## src/hw/cnn_pkg.sv

```systemverilog
package cnn_pkg;

  localparam int ADDR_W     = 8;
  localparam int DATA_W     = 16;
  localparam int PIX_W      = 8;
  localparam int SHIFT_W    = 3;
  localparam int MAC_W      = 18;
  localparam int MAX_PIXELS = 64;

  // Param memory map
  localparam logic [ADDR_W-1:0] PARAM_COUNT_ADDR  = 8'd0;
  localparam logic [ADDR_W-1:0] PARAM_WEIGHT_ADDR = 8'd1;
  localparam logic [ADDR_W-1:0] PARAM_BIAS_ADDR   = 8'd2;
  localparam logic [ADDR_W-1:0] PARAM_SHIFT_ADDR  = 8'd3;

  // Signed 8-bit output range
  localparam logic signed [PIX_W-1:0] PIX_MAX = 8'sh7f;
  localparam logic signed [PIX_W-1:0] PIX_MIN = 8'sh80;

  typedef enum logic [3:0] {
    MODE_IDLE     = 4'd0,
    MODE_CONV_1X1 = 4'd1,
    MODE_MAX_POOL = 4'd2
  } layer_mode_e;

  typedef enum logic [1:0] {
    CONV_IDLE  = 2'd0,
    CONV_CFG   = 2'd1,
    CONV_RUN   = 2'd2,
    CONV_DRAIN = 2'd3
  } conv_state_e;

  typedef enum logic [1:0] {
    POOL_IDLE  = 2'd0,
    POOL_CFG   = 2'd1,
    POOL_RUN   = 2'd2,
    POOL_DRAIN = 2'd3
  } pool_state_e;

  // Master to memory
  typedef struct packed {
    logic              cs;
    logic              oe;
    logic              we;
    logic [ADDR_W-1:0] addr;
    logic [DATA_W-1:0] wdata;
  } sram_req_t;

  // Memory to master
  typedef struct packed {
    logic [DATA_W-1:0] rdata;
  } sram_rsp_t;

endpackage

```

## src/hw/conv_1x1_unit.sv

```systemverilog
`timescale 1ns/10ps

module conv_1x1_unit (
  input  logic               clk,
  input  logic               rst_n_i,
  input  logic               start_i,
  output logic               busy_o,
  output logic               done_o,
  output cnn_pkg::sram_req_t param_req_o,
  input  cnn_pkg::sram_rsp_t param_rsp_i,
  output cnn_pkg::sram_req_t input_req_o,
  input  cnn_pkg::sram_rsp_t input_rsp_i,
  output cnn_pkg::sram_req_t output_req_o
);

  cnn_pkg::conv_state_e              state_q;
  logic [cnn_pkg::ADDR_W-1:0]        cfg_addr_q;
  logic                              prm_vld_q;
  logic [cnn_pkg::ADDR_W-1:0]        prm_addr_q;
  logic [cnn_pkg::ADDR_W-1:0]        count_q;
  logic signed [cnn_pkg::PIX_W-1:0]  weight_q;
  logic signed [cnn_pkg::DATA_W-1:0] bias_q;
  logic [cnn_pkg::SHIFT_W-1:0]       shift_q;
  logic [cnn_pkg::ADDR_W-1:0]        rd_addr_q;
  logic [cnn_pkg::ADDR_W-1:0]        out_idx_q;
  logic [2:0]                        vld_q;
  logic signed [cnn_pkg::MAC_W-1:0]  mac_q;
  logic signed [cnn_pkg::PIX_W-1:0]  res_q;
  logic                              wr_q;
  logic [cnn_pkg::ADDR_W-1:0]        wr_addr_q;
  logic [cnn_pkg::DATA_W-1:0]        wr_data_q;
  logic                              done_q;
  logic                              rd_go;
  logic                              last_wr;
  logic signed [cnn_pkg::PIX_W-1:0]  pix;
  logic signed [cnn_pkg::MAC_W-1:0]  shifted;

  assign rd_go   = (state_q == cnn_pkg::CONV_RUN);
  assign pix     = input_rsp_i.rdata[cnn_pkg::PIX_W-1:0];
  assign shifted = mac_q >>> shift_q;
  // Final result leaves the saturation stage
  assign last_wr = vld_q[2] && (out_idx_q == count_q - 1'b1);

  always_comb begin
    param_req_o       = '0;
    param_req_o.cs    = (state_q == cnn_pkg::CONV_CFG);
    param_req_o.oe    = (state_q == cnn_pkg::CONV_CFG);
    param_req_o.addr  = cfg_addr_q;
    input_req_o       = '0;
    input_req_o.cs    = rd_go;
    input_req_o.oe    = rd_go;
    input_req_o.addr  = rd_addr_q;
    output_req_o       = '0;
    output_req_o.cs    = wr_q;
    output_req_o.we    = wr_q;
    output_req_o.addr  = wr_addr_q;
    output_req_o.wdata = wr_data_q;
  end

  always_ff @(posedge clk or negedge rst_n_i) begin
    if (!rst_n_i) begin
      state_q    <= cnn_pkg::CONV_IDLE;
      cfg_addr_q <= '0;
      prm_vld_q  <= 1'b0;
      prm_addr_q <= '0;
      rd_addr_q  <= '0;
      out_idx_q  <= '0;
      vld_q      <= '0;
      wr_q       <= 1'b0;
      done_q     <= 1'b0;
    end else begin
      prm_vld_q  <= (state_q == cnn_pkg::CONV_CFG);
      prm_addr_q <= cfg_addr_q;
      vld_q      <= {vld_q[1:0], rd_go};
      wr_q       <= vld_q[2];
      done_q     <= last_wr;
      if (vld_q[2]) begin
        out_idx_q <= out_idx_q + 1'b1;
      end
      case (state_q)
        cnn_pkg::CONV_IDLE: begin
          if (start_i) begin
            cfg_addr_q <= cnn_pkg::PARAM_COUNT_ADDR;
            rd_addr_q  <= '0;
            out_idx_q  <= '0;
            state_q    <= cnn_pkg::CONV_CFG;
          end
        end
        cnn_pkg::CONV_CFG: begin
          cfg_addr_q <= cfg_addr_q + 1'b1;
          if (cfg_addr_q == cnn_pkg::PARAM_SHIFT_ADDR) state_q <= cnn_pkg::CONV_RUN;
        end
        cnn_pkg::CONV_RUN: begin
          rd_addr_q <= rd_addr_q + 1'b1;
          if (rd_addr_q == count_q - 1'b1) state_q <= cnn_pkg::CONV_DRAIN;
        end
        default: begin
          if (last_wr) state_q <= cnn_pkg::CONV_IDLE;
        end
      endcase
    end
  end

  // Scalars land one cycle after each param read
  always_ff @(posedge clk) begin
    if (prm_vld_q) begin
      case (prm_addr_q)
        cnn_pkg::PARAM_COUNT_ADDR:  count_q  <= param_rsp_i.rdata[cnn_pkg::ADDR_W-1:0];
        cnn_pkg::PARAM_WEIGHT_ADDR: weight_q <= param_rsp_i.rdata[cnn_pkg::PIX_W-1:0];
        cnn_pkg::PARAM_BIAS_ADDR:   bias_q   <= param_rsp_i.rdata;
        default:                    shift_q  <= param_rsp_i.rdata[cnn_pkg::SHIFT_W-1:0];
      endcase
    end
  end

  // MAC, then shift and clamp, then write
  always_ff @(posedge clk) begin
    mac_q <= pix * weight_q + bias_q;
    if (shifted > cnn_pkg::PIX_MAX) begin
      res_q <= cnn_pkg::PIX_MAX;
    end else if (shifted < cnn_pkg::PIX_MIN) begin
      res_q <= cnn_pkg::PIX_MIN;
    end else begin
      res_q <= shifted[cnn_pkg::PIX_W-1:0];
    end
    if (vld_q[2]) begin
      wr_addr_q <= out_idx_q;
      wr_data_q <= {{(cnn_pkg::DATA_W-cnn_pkg::PIX_W){res_q[cnn_pkg::PIX_W-1]}}, res_q};
    end
  end

  assign busy_o = (state_q != cnn_pkg::CONV_IDLE);
  assign done_o = done_q;

  // Reads and writes stay below the pixel count
  a_access_in_range: assert property (@(posedge clk) disable iff (!rst_n_i)
    !(input_req_o.cs && (input_req_o.addr >= count_q)) &&
    !(output_req_o.cs && (output_req_o.addr >= count_q)));

endmodule

```

## src/hw/maxpool_unit.sv

```systemverilog
`timescale 1ns/10ps

module maxpool_unit (
  input  logic               clk,
  input  logic               rst_n_i,
  input  logic               start_i,
  output logic               busy_o,
  output logic               done_o,
  output cnn_pkg::sram_req_t param_req_o,
  input  cnn_pkg::sram_rsp_t param_rsp_i,
  output cnn_pkg::sram_req_t input_req_o,
  input  cnn_pkg::sram_rsp_t input_rsp_i,
  output cnn_pkg::sram_req_t output_req_o
);

  cnn_pkg::pool_state_e             state_q;
  logic                             prm_vld_q;
  logic [cnn_pkg::ADDR_W-1:0]       count_q;
  logic [cnn_pkg::ADDR_W-1:0]       rd_addr_q;
  logic [cnn_pkg::ADDR_W-1:0]       out_idx_q;
  logic                             rd_vld_q;
  logic                             rd_odd_q;
  logic signed [cnn_pkg::PIX_W-1:0] first_q;
  logic                             wr_q;
  logic [cnn_pkg::ADDR_W-1:0]       wr_addr_q;
  logic [cnn_pkg::DATA_W-1:0]       wr_data_q;
  logic                             done_q;
  logic                             pair_done;
  logic                             last_wr;
  logic signed [cnn_pkg::PIX_W-1:0] pix;
  logic signed [cnn_pkg::PIX_W-1:0] larger;

  assign pix       = input_rsp_i.rdata[cnn_pkg::PIX_W-1:0];
  assign larger    = (pix > first_q) ? pix : first_q;
  // Second value of a pair is on rdata
  assign pair_done = rd_vld_q && rd_odd_q;
  assign last_wr   = pair_done && (out_idx_q == (count_q >> 1) - 1'b1);

  always_comb begin
    param_req_o        = '0;
    param_req_o.cs     = (state_q == cnn_pkg::POOL_CFG);
    param_req_o.oe     = (state_q == cnn_pkg::POOL_CFG);
    param_req_o.addr   = cnn_pkg::PARAM_COUNT_ADDR;
    input_req_o        = '0;
    input_req_o.cs     = (state_q == cnn_pkg::POOL_RUN);
    input_req_o.oe     = (state_q == cnn_pkg::POOL_RUN);
    input_req_o.addr   = rd_addr_q;
    output_req_o       = '0;
    output_req_o.cs    = wr_q;
    output_req_o.we    = wr_q;
    output_req_o.addr  = wr_addr_q;
    output_req_o.wdata = wr_data_q;
  end

  always_ff @(posedge clk or negedge rst_n_i) begin
    if (!rst_n_i) begin
      state_q   <= cnn_pkg::POOL_IDLE;
      prm_vld_q <= 1'b0;
      count_q   <= '0;
      rd_addr_q <= '0;
      out_idx_q <= '0;
      rd_vld_q  <= 1'b0;
      rd_odd_q  <= 1'b0;
      wr_q      <= 1'b0;
      done_q    <= 1'b0;
    end else begin
      prm_vld_q <= (state_q == cnn_pkg::POOL_CFG);
      rd_vld_q  <= (state_q == cnn_pkg::POOL_RUN);
      rd_odd_q  <= rd_addr_q[0];
      wr_q      <= pair_done;
      done_q    <= last_wr;
      if (prm_vld_q) count_q <= param_rsp_i.rdata[cnn_pkg::ADDR_W-1:0];
      if (pair_done) out_idx_q <= out_idx_q + 1'b1;
      case (state_q)
        cnn_pkg::POOL_IDLE: begin
          if (start_i) begin
            rd_addr_q <= '0;
            out_idx_q <= '0;
            state_q   <= cnn_pkg::POOL_CFG;
          end
        end
        cnn_pkg::POOL_CFG: state_q <= cnn_pkg::POOL_RUN;
        cnn_pkg::POOL_RUN: begin
          rd_addr_q <= rd_addr_q + 1'b1;
          if (rd_addr_q == count_q - 1'b1) state_q <= cnn_pkg::POOL_DRAIN;
        end
        default: begin
          if (last_wr) state_q <= cnn_pkg::POOL_IDLE;
        end
      endcase
    end
  end

  always_ff @(posedge clk) begin
    if (rd_vld_q && !rd_odd_q) first_q <= pix;
    if (pair_done) begin
      wr_addr_q <= out_idx_q;
      wr_data_q <= {{(cnn_pkg::DATA_W-cnn_pkg::PIX_W){larger[cnn_pkg::PIX_W-1]}}, larger};
    end
  end

  assign busy_o = (state_q != cnn_pkg::POOL_IDLE);
  assign done_o = done_q;

  // Count from param memory must pair up and fit
  a_count_even: assert property (@(posedge clk) disable iff (!rst_n_i)
    prm_vld_q |-> (!param_rsp_i.rdata[0] && (param_rsp_i.rdata != '0) &&
                   (param_rsp_i.rdata <= cnn_pkg::MAX_PIXELS)));

endmodule

```

## src/hw/bus_switcher.sv

```systemverilog
`timescale 1ns/10ps

module bus_switcher (
  input  logic                 clk,
  input  logic                 rst_n_i,
  input  logic                 start_i,
  input  cnn_pkg::layer_mode_e mode_i,
  output logic                 busy_o,
  output logic                 done_o,
  // 1x1 conv unit
  output logic                 conv_start_o,
  input  logic                 conv_busy_i,
  input  logic                 conv_done_i,
  input  cnn_pkg::sram_req_t   conv_param_req_i,
  output cnn_pkg::sram_rsp_t   conv_param_rsp_o,
  input  cnn_pkg::sram_req_t   conv_input_req_i,
  output cnn_pkg::sram_rsp_t   conv_input_rsp_o,
  input  cnn_pkg::sram_req_t   conv_output_req_i,
  // Max pooling unit
  output logic                 pool_start_o,
  input  logic                 pool_busy_i,
  input  logic                 pool_done_i,
  input  cnn_pkg::sram_req_t   pool_param_req_i,
  output cnn_pkg::sram_rsp_t   pool_param_rsp_o,
  input  cnn_pkg::sram_req_t   pool_input_req_i,
  output cnn_pkg::sram_rsp_t   pool_input_rsp_o,
  input  cnn_pkg::sram_req_t   pool_output_req_i,
  // Shared memories
  output cnn_pkg::sram_req_t   param_req_o,
  input  cnn_pkg::sram_rsp_t   param_rsp_i,
  output cnn_pkg::sram_req_t   input_req_o,
  input  cnn_pkg::sram_rsp_t   input_rsp_i,
  output cnn_pkg::sram_req_t   output_req_o
);

  cnn_pkg::layer_mode_e mode_q;
  logic                 conv_sel;
  logic                 pool_sel;
  logic                 mode_ok;
  logic                 accept;

  assign conv_sel = (mode_q == cnn_pkg::MODE_CONV_1X1);
  assign pool_sel = (mode_q == cnn_pkg::MODE_MAX_POOL);
  assign mode_ok  = (mode_i == cnn_pkg::MODE_CONV_1X1) || (mode_i == cnn_pkg::MODE_MAX_POOL);
  // Only taken while no layer owns the memories
  assign accept   = start_i && mode_ok && (mode_q == cnn_pkg::MODE_IDLE);

  always_ff @(posedge clk or negedge rst_n_i) begin
    if (!rst_n_i) begin
      mode_q       <= cnn_pkg::MODE_IDLE;
      conv_start_o <= 1'b0;
      pool_start_o <= 1'b0;
    end else begin
      conv_start_o <= accept && (mode_i == cnn_pkg::MODE_CONV_1X1);
      pool_start_o <= accept && (mode_i == cnn_pkg::MODE_MAX_POOL);
      if (accept) begin
        mode_q <= mode_i;
      end else if (done_o) begin
        mode_q <= cnn_pkg::MODE_IDLE;
      end
    end
  end

  assign busy_o = (conv_sel && conv_busy_i) || (pool_sel && pool_busy_i);
  assign done_o = (conv_sel && conv_done_i) || (pool_sel && pool_done_i);

  always_comb begin
    param_req_o      = '0;
    input_req_o      = '0;
    output_req_o     = '0;
    conv_param_rsp_o = '0;
    conv_input_rsp_o = '0;
    pool_param_rsp_o = '0;
    pool_input_rsp_o = '0;
    if (conv_sel) begin
      param_req_o      = conv_param_req_i;
      input_req_o      = conv_input_req_i;
      output_req_o     = conv_output_req_i;
      conv_param_rsp_o = param_rsp_i;
      conv_input_rsp_o = input_rsp_i;
    end else if (pool_sel) begin
      param_req_o      = pool_param_req_i;
      input_req_o      = pool_input_req_i;
      output_req_o     = pool_output_req_i;
      pool_param_rsp_o = param_rsp_i;
      pool_input_rsp_o = input_rsp_i;
    end
  end

  a_conv_quiet: assert property (@(posedge clk) disable iff (!rst_n_i)
    !conv_sel |-> !(conv_param_req_i.cs || conv_input_req_i.cs || conv_output_req_i.cs));

  a_pool_quiet: assert property (@(posedge clk) disable iff (!rst_n_i)
    !pool_sel |-> !(pool_param_req_i.cs || pool_input_req_i.cs || pool_output_req_i.cs));

endmodule

```

## src/hw/cnn_layer_top.sv

```systemverilog
`timescale 1ns/10ps

module cnn_layer_top (
  input  logic                 clk,
  input  logic                 rst_n_i,
  input  logic                 start_i,
  input  cnn_pkg::layer_mode_e mode_i,
  output logic                 busy_o,
  output logic                 done_o,
  output cnn_pkg::sram_req_t   param_req_o,
  input  cnn_pkg::sram_rsp_t   param_rsp_i,
  output cnn_pkg::sram_req_t   input_req_o,
  input  cnn_pkg::sram_rsp_t   input_rsp_i,
  output cnn_pkg::sram_req_t   output_req_o
);

  logic               conv_start;
  logic               conv_busy;
  logic               conv_done;
  cnn_pkg::sram_req_t conv_param_req;
  cnn_pkg::sram_rsp_t conv_param_rsp;
  cnn_pkg::sram_req_t conv_input_req;
  cnn_pkg::sram_rsp_t conv_input_rsp;
  cnn_pkg::sram_req_t conv_output_req;

  logic               pool_start;
  logic               pool_busy;
  logic               pool_done;
  cnn_pkg::sram_req_t pool_param_req;
  cnn_pkg::sram_rsp_t pool_param_rsp;
  cnn_pkg::sram_req_t pool_input_req;
  cnn_pkg::sram_rsp_t pool_input_rsp;
  cnn_pkg::sram_req_t pool_output_req;

  conv_1x1_unit conv_1x1_unit_inst (
    .clk          (clk),
    .rst_n_i      (rst_n_i),
    .start_i      (conv_start),
    .busy_o       (conv_busy),
    .done_o       (conv_done),
    .param_req_o  (conv_param_req),
    .param_rsp_i  (conv_param_rsp),
    .input_req_o  (conv_input_req),
    .input_rsp_i  (conv_input_rsp),
    .output_req_o (conv_output_req)
  );

  maxpool_unit maxpool_unit_inst (
    .clk          (clk),
    .rst_n_i      (rst_n_i),
    .start_i      (pool_start),
    .busy_o       (pool_busy),
    .done_o       (pool_done),
    .param_req_o  (pool_param_req),
    .param_rsp_i  (pool_param_rsp),
    .input_req_o  (pool_input_req),
    .input_rsp_i  (pool_input_rsp),
    .output_req_o (pool_output_req)
  );

  // Mode latch and memory steering
  bus_switcher bus_switcher_inst (
    .clk               (clk),
    .rst_n_i           (rst_n_i),
    .start_i           (start_i),
    .mode_i            (mode_i),
    .busy_o            (busy_o),
    .done_o            (done_o),
    .conv_start_o      (conv_start),
    .conv_busy_i       (conv_busy),
    .conv_done_i       (conv_done),
    .conv_param_req_i  (conv_param_req),
    .conv_param_rsp_o  (conv_param_rsp),
    .conv_input_req_i  (conv_input_req),
    .conv_input_rsp_o  (conv_input_rsp),
    .conv_output_req_i (conv_output_req),
    .pool_start_o      (pool_start),
    .pool_busy_i       (pool_busy),
    .pool_done_i       (pool_done),
    .pool_param_req_i  (pool_param_req),
    .pool_param_rsp_o  (pool_param_rsp),
    .pool_input_req_i  (pool_input_req),
    .pool_input_rsp_o  (pool_input_rsp),
    .pool_output_req_i (pool_output_req),
    .param_req_o       (param_req_o),
    .param_rsp_i       (param_rsp_i),
    .input_req_o       (input_req_o),
    .input_rsp_i       (input_rsp_i),
    .output_req_o      (output_req_o)
  );

endmodule

```

## config.mk

```make
export PLATFORM = sky130hd
export DESIGN_NAME = cnn_layer_top
export DESIGN_NICKNAME = d
export VERILOG_FILES = /design/src/hw/cnn_pkg.sv /design/src/hw/conv_1x1_unit.sv /design/src/hw/maxpool_unit.sv /design/src/hw/bus_switcher.sv /design/src/hw/cnn_layer_top.sv
export SDC_FILE = /design/constraint.sdc
export NUM_CORES = 1
export LEC_CHECK = 0
export BUFFER_PORTS_ARGS = -buffer_cell sky130_fd_sc_hd__buf_2
export CAP_MARGIN = 10
export CELL_PAD_IN_SITES_DETAIL_PLACEMENT = 1
export CELL_PAD_IN_SITES_GLOBAL_PLACEMENT = 2
export CORE_MARGIN = 8
export CORE_UTILIZATION = 30
export DETAILED_ROUTE_END_ITERATION = 10
export MAX_ROUTING_LAYER = met4
export PLACE_DENSITY = 0.64
export RECOVER_POWER = 100
export SLEW_MARGIN = 30
export SYNTH_ARGS = -nofsm -noshare
export SYNTH_HDL_FRONTEND = slang
export SYNTH_SLANG_ARGS = --single-unit
```

## constraint.sdc

```tcl
create_clock -name clk -period 11.5 [get_ports clk]
set_input_delay 1.15 -clock clk [delete_from_list [all_inputs] [get_ports clk]]
set_output_delay 1.15 -clock clk [all_outputs]
set_load 0.02 [all_outputs]
```

==> impl_metrics.prom <==
# TYPE chip_impl_metric gauge
chip_impl_info{name="outcome",value="finished, violations left"} 1
chip_impl_info{name="violations_in_the_final_reports",value="max-capacitance violations, max-slew violations"} 1
chip_impl_metric{name="power-per-cell-area",unit="mW/mm^2"} 95.0
chip_impl_metric{name="core.rowCount",unit=""} 73
chip_impl_metric{name="postRouteAntennaNets",unit=""} 0
chip_impl_metric{name="routedWlPerCell",unit="um"} 17.9
chip_impl_metric{name="slew-limit-headroom",unit=""} -1.26
chip_impl_metric{name="post-cts-setup-buffer-count",unit=""} 0
chip_impl_metric{name="place_ws",unit="ns"} 5.05
chip_impl_metric{name="syn-mean-instance-area",unit="sq um"} 10.6
chip_impl_metric{name="register_clock_pin_slew_on_the_reported_worst_setup_and_hold_paths",unit="ns"} 0.07
chip_impl_metric{name="ys_seq_area_frac",unit=""} 0.392
chip_impl_metric{name="die_area",unit="sq mm"} 0.0464
chip_impl_metric{name="post-layout-total-power",unit="mW"} 1.24
chip_impl_info{name="cts_tree",value="yes"} 1
chip_impl_info{name="regMostFlops",value="conv_1x1_unit_inst.mac_q"} 1
chip_impl_metric{name="post-synth-top-area-fraction",unit=""} 0.189
chip_impl_metric{name="number_of_endpoints_failing_setup_at_the_final_stage",unit=""} 0
chip_impl_metric{name="ir_worst_vdd",unit="V"} 0.000109
chip_impl_metric{name="grt_first_pass_wirelength",unit="um"} 49800
chip_impl_metric{name="floorplan.die.height",unit="um"} 215
chip_impl_metric{name="cp_data_required_time",unit="ns"} 11.80
chip_impl_metric{name="largest_register_ff_count",unit=""} 17
chip_impl_metric{name="globalplace.congestion",unit=""} 0.789
chip_impl_metric{name="share_seq_of_total_power",unit=""} 0.528
chip_impl_metric{name="clock_sinks",unit=""} 177
chip_impl_metric{name="ioPinCount",unit=""} 122
chip_impl_metric{name="maxSlewViolCount",unit=""} 117
chip_impl_info{name="biggestRegsByFlops",value="conv_1x1_unit_inst.mac_q x17, conv_1x1_unit_inst.bias_q x16"} 1
chip_impl_metric{name="detail_route.vias_per_cell",unit=""} 4.72
chip_impl_metric{name="number_of_antenna_violations_at_the_first_check_in_global_routing",unit=""} 1
chip_impl_metric{name="number_of_synthesized_flops_with_an_enable_pin",unit=""} 75
chip_impl_metric{name="fin_setup_tns",unit="ns"} 0
chip_impl_metric{name="grt_start_max_net_pins",unit=""} 66
chip_impl_metric{name="dp_hpwl",unit="um"} 23500
chip_impl_metric{name="deepest_clock_path_buffer_count",unit=""} 2
chip_impl_metric{name="async_flop_share",unit=""} 0.435
chip_impl_metric{name="total_cts_buffers",unit=""} 17
chip_impl_metric{name="cts_htree_levels",unit=""} 4
chip_impl_info{name="most_common_library_cell_in_the_layout_ignoring_fill_and_taps",value="sky130_fd_sc_hd__inv_1"} 1
chip_impl_metric{name="port_buffers",unit=""} 78
chip_impl_metric{name="total_switching_power",unit="uW"} 296
chip_impl_metric{name="fin_ws",unit="ns"} 4.29
chip_impl_metric{name="cp.arrival",unit="ns"} 7.51
chip_impl_metric{name="initial_core_utilization",unit=""} 0.302
chip_impl_metric{name="synth-seq-cells",unit=""} 177
chip_impl_metric{name="post_synth_inst_count",unit=""} 1125
chip_impl_metric{name="yosysWarnings",unit=""} 0
chip_impl_metric{name="finalHoldViolations",unit=""} 0
chip_impl_metric{name="overall_die_width",unit="um"} 215
chip_impl_metric{name="detailroute.via_count",unit=""} 8051
chip_impl_metric{name="timing.max_cap.violations",unit=""} 3
chip_impl_metric{name="cellInternalPower",unit="uW"} 942
chip_impl_metric{name="worst-path-max-fanout",unit=""} 65
chip_impl_metric{name="synth_cell_type_count",unit=""} 71
chip_impl_metric{name="final_min_period_over_clock_period",unit=""} 0.627
chip_impl_metric{name="fp.coreArea",unit="sq mm"} 0.0395
chip_impl_info{name="worst_setup_path_start_kind",value="register"} 1
chip_impl_metric{name="route.detailed.drc",unit=""} 0
chip_impl_metric{name="max_freq",unit="MHz"} 139
chip_impl_info{name="mostFrequentLayoutCells",value="sky130_fd_sc_hd__inv_1, sky130_fd_sc_hd__dfrtp_1, sky130_fd_sc_hd__fa_1, sky130_fd_sc_hd__edfxtp_1"} 1
chip_impl_metric{name="drtPass1Iterations",unit=""} 4
chip_impl_metric{name="holdBufCountCts",unit=""} 0
chip_impl_metric{name="worstSkewPairLatency",unit="ns"} 0.44
chip_impl_metric{name="clk_network_pwr_share",unit=""} 0.443
chip_impl_info{name="clock-root-buffer",value="sky130_fd_sc_hd__clkbuf_16"} 1
chip_impl_metric{name="worst-slew-pin-transition",unit="ns"} 3.39
chip_impl_metric{name="post-route-min-period",unit="ns"} 7.21
chip_impl_metric{name="fin_nets",unit=""} 1347
chip_impl_info{name="grt_setup_unrepaired",value="no"} 1
chip_impl_info{name="setup.worst_path.class",value="register to register"} 1
chip_impl_metric{name="routed_wl",unit="um"} 30500
chip_impl_metric{name="area.growth.synth_to_final",unit="%"} 9.29
chip_impl_metric{name="drtIter0Drc",unit=""} 311
chip_impl_info{name="netlist.top_cell.by_area",value="sky130_fd_sc_hd__edfxtp_1"} 1
chip_impl_info{name="netlist_top_cells_area",value="sky130_fd_sc_hd__edfxtp_1, sky130_fd_sc_hd__dfrtp_1, sky130_fd_sc_hd__fa_1"} 1
chip_impl_metric{name="post_synth_instance_area",unit="sq mm"} 0.0119
chip_impl_metric{name="cts_resized",unit=""} 0
chip_impl_info{name="worst_setup_path_end_kind",value="register"} 1
chip_impl_metric{name="grt_util_all_layers",unit=""} 0.138
chip_impl_metric{name="sw_frac_of_total",unit=""} 0.239
chip_impl_metric{name="grt_pass1_vias",unit=""} 8739
chip_impl_metric{name="p_leak",unit="nW"} 6.07
chip_impl_metric{name="combinationalPowerShare",unit=""} 0.029
chip_impl_metric{name="grt_overflow",unit=""} 0
chip_impl_info{name="dominantRegCellSynth",value="sky130_fd_sc_hd__dfrtp_1"} 1
chip_impl_metric{name="skew",unit="ns"} 0.0114
chip_impl_metric{name="final_layout_size_suffix_gt1_frac",unit=""} 0.0627
chip_impl_info{name="min-delay-path-class",value="register to register"} 1
## cells by family (layout without fill, tap and decap cells)
group           Yosys count  after routing  share of synthesized area
simple gates            318            318                      0.141
fa+ha+maj               140            140                      0.195
xor+xnor                 79             79                     0.0580
mux                      32             32                     0.0343
other cells               1             36                   0.000314
buf+inv                 212            234                     0.0837
flops                   177            177                      0.392
compound gates          166            166                     0.0964
## synth_stat cells, drive strengths merged, types with 5 or more instances
cell,count
and2,15
or3,8
o21a,6
nand2b,7
dfxtp,25
clkbuf,41
nand3,37
o21ai,43
nor3b,6
o31ai,5
ha,64
dfrtp,77
nor2b,14
nand2,56
a21boi,10
xor2,32
o211ai,6
nor3,15
nand4,12
a21oi,29
nor4,6
xnor2,47
fa,76
mux4,6
inv,116
a22o,27
mux2i,15
o41ai,5
nor2,64
or4,5
and3,64
mux2,11
edfxtp,75
a21o,5
buf,54
## power by group through the flow
stage                     clock network, mW  registers, mW  logic [mW]
after global routing                  0.589          0.654      0.0400
after CTS                             0.569          0.654      0.0384
after global placement                    0          0.667      0.0377
final                                 0.548          0.654      0.0362
after detailed placement                  0          0.667      0.0382
after floorplan                           0          0.667      0.0260
## per-layer routing
metal | vias up | wire length [um] | track usage
met4 | 0 | 288 | 0.0359
met1 | 4054 | 14900 | 0.183
met3 | 13 | 738 | 0.0227
met5 | - | 0 | -
met2 | 109 | 14600 | 0.220
li1 | 3875 | - | -
## layout make-up
class,instances,area (sq um)
sequential,177,4680
clock buffer,19,433
clock inverter,13,105
fill,4500,26400
antenna,1,2.50
inverter,117,439
multi-input combinational,770,6360
timing repair buffer,85,359
tap,525,657
## critical path: stages, from the launching register on
cell and delay (ns):
sky130_fd_sc_hd__dfrtp_1 0.40, sky130_fd_sc_hd__nor3_1 0.18, sky130_fd_sc_hd__clkbuf_1 0.96, sky130_fd_sc_hd__and2_0 0.55, sky130_fd_sc_hd__buf_4 0.58, sky130_fd_sc_hd__nand3_1 0.20, sky130_fd_sc_hd__fa_1 0.52, sky130_fd_sc_hd__fa_1 0.54
sky130_fd_sc_hd__inv_1 0.05, sky130_fd_sc_hd__fa_1 0.50, sky130_fd_sc_hd__fa_1 0.57, sky130_fd_sc_hd__fa_1 0.42, sky130_fd_sc_hd__ha_1 0.34, sky130_fd_sc_hd__a21oi_1 0.21, sky130_fd_sc_hd__nor2b_1 0.11, sky130_fd_sc_hd__o211ai_1 0.19
sky130_fd_sc_hd__nand3_1 0.13, sky130_fd_sc_hd__o41ai_1 0.38, sky130_fd_sc_hd__xnor2_1 0.14
## worst paths after layout
check                                            start  slack [ns]                          endpoint  cells past startpoint
setup / recovery           bus_switcher_inst.mode_q[3]        4.29      conv_1x1_unit_inst.mac_q[16]                     18
hold / removal             conv_1x1_unit_inst.vld_q[0]        0.35       conv_1x1_unit_inst.vld_q[1]                      0
setup reg to reg           bus_switcher_inst.mode_q[3]        4.29      conv_1x1_unit_inst.mac_q[16]                     18
hold reg to reg            conv_1x1_unit_inst.vld_q[0]        0.35       conv_1x1_unit_inst.vld_q[1]                      0
max in group asynchronous                      rst_n_i        6.81  conv_1x1_unit_inst.prm_addr_q[5]                      2
min in group asynchronous                      rst_n_i        0.90    maxpool_unit_inst.out_idx_q[4]                      1
## per-stage QoR
stage,utilization,instances,cell area [sq um],hold slack (ns)
finish,0.330,1707,13000,0.352
global route,0.330,1707,13000,0.360
CTS,0.334,1706,13200,0.354
detailed placement,0.320,1674,12600,0.338
global placement,0.320,1674,12600,0.333
floorplan,-,1159,12100,0.331
Power figures use the tool's default switching activity.
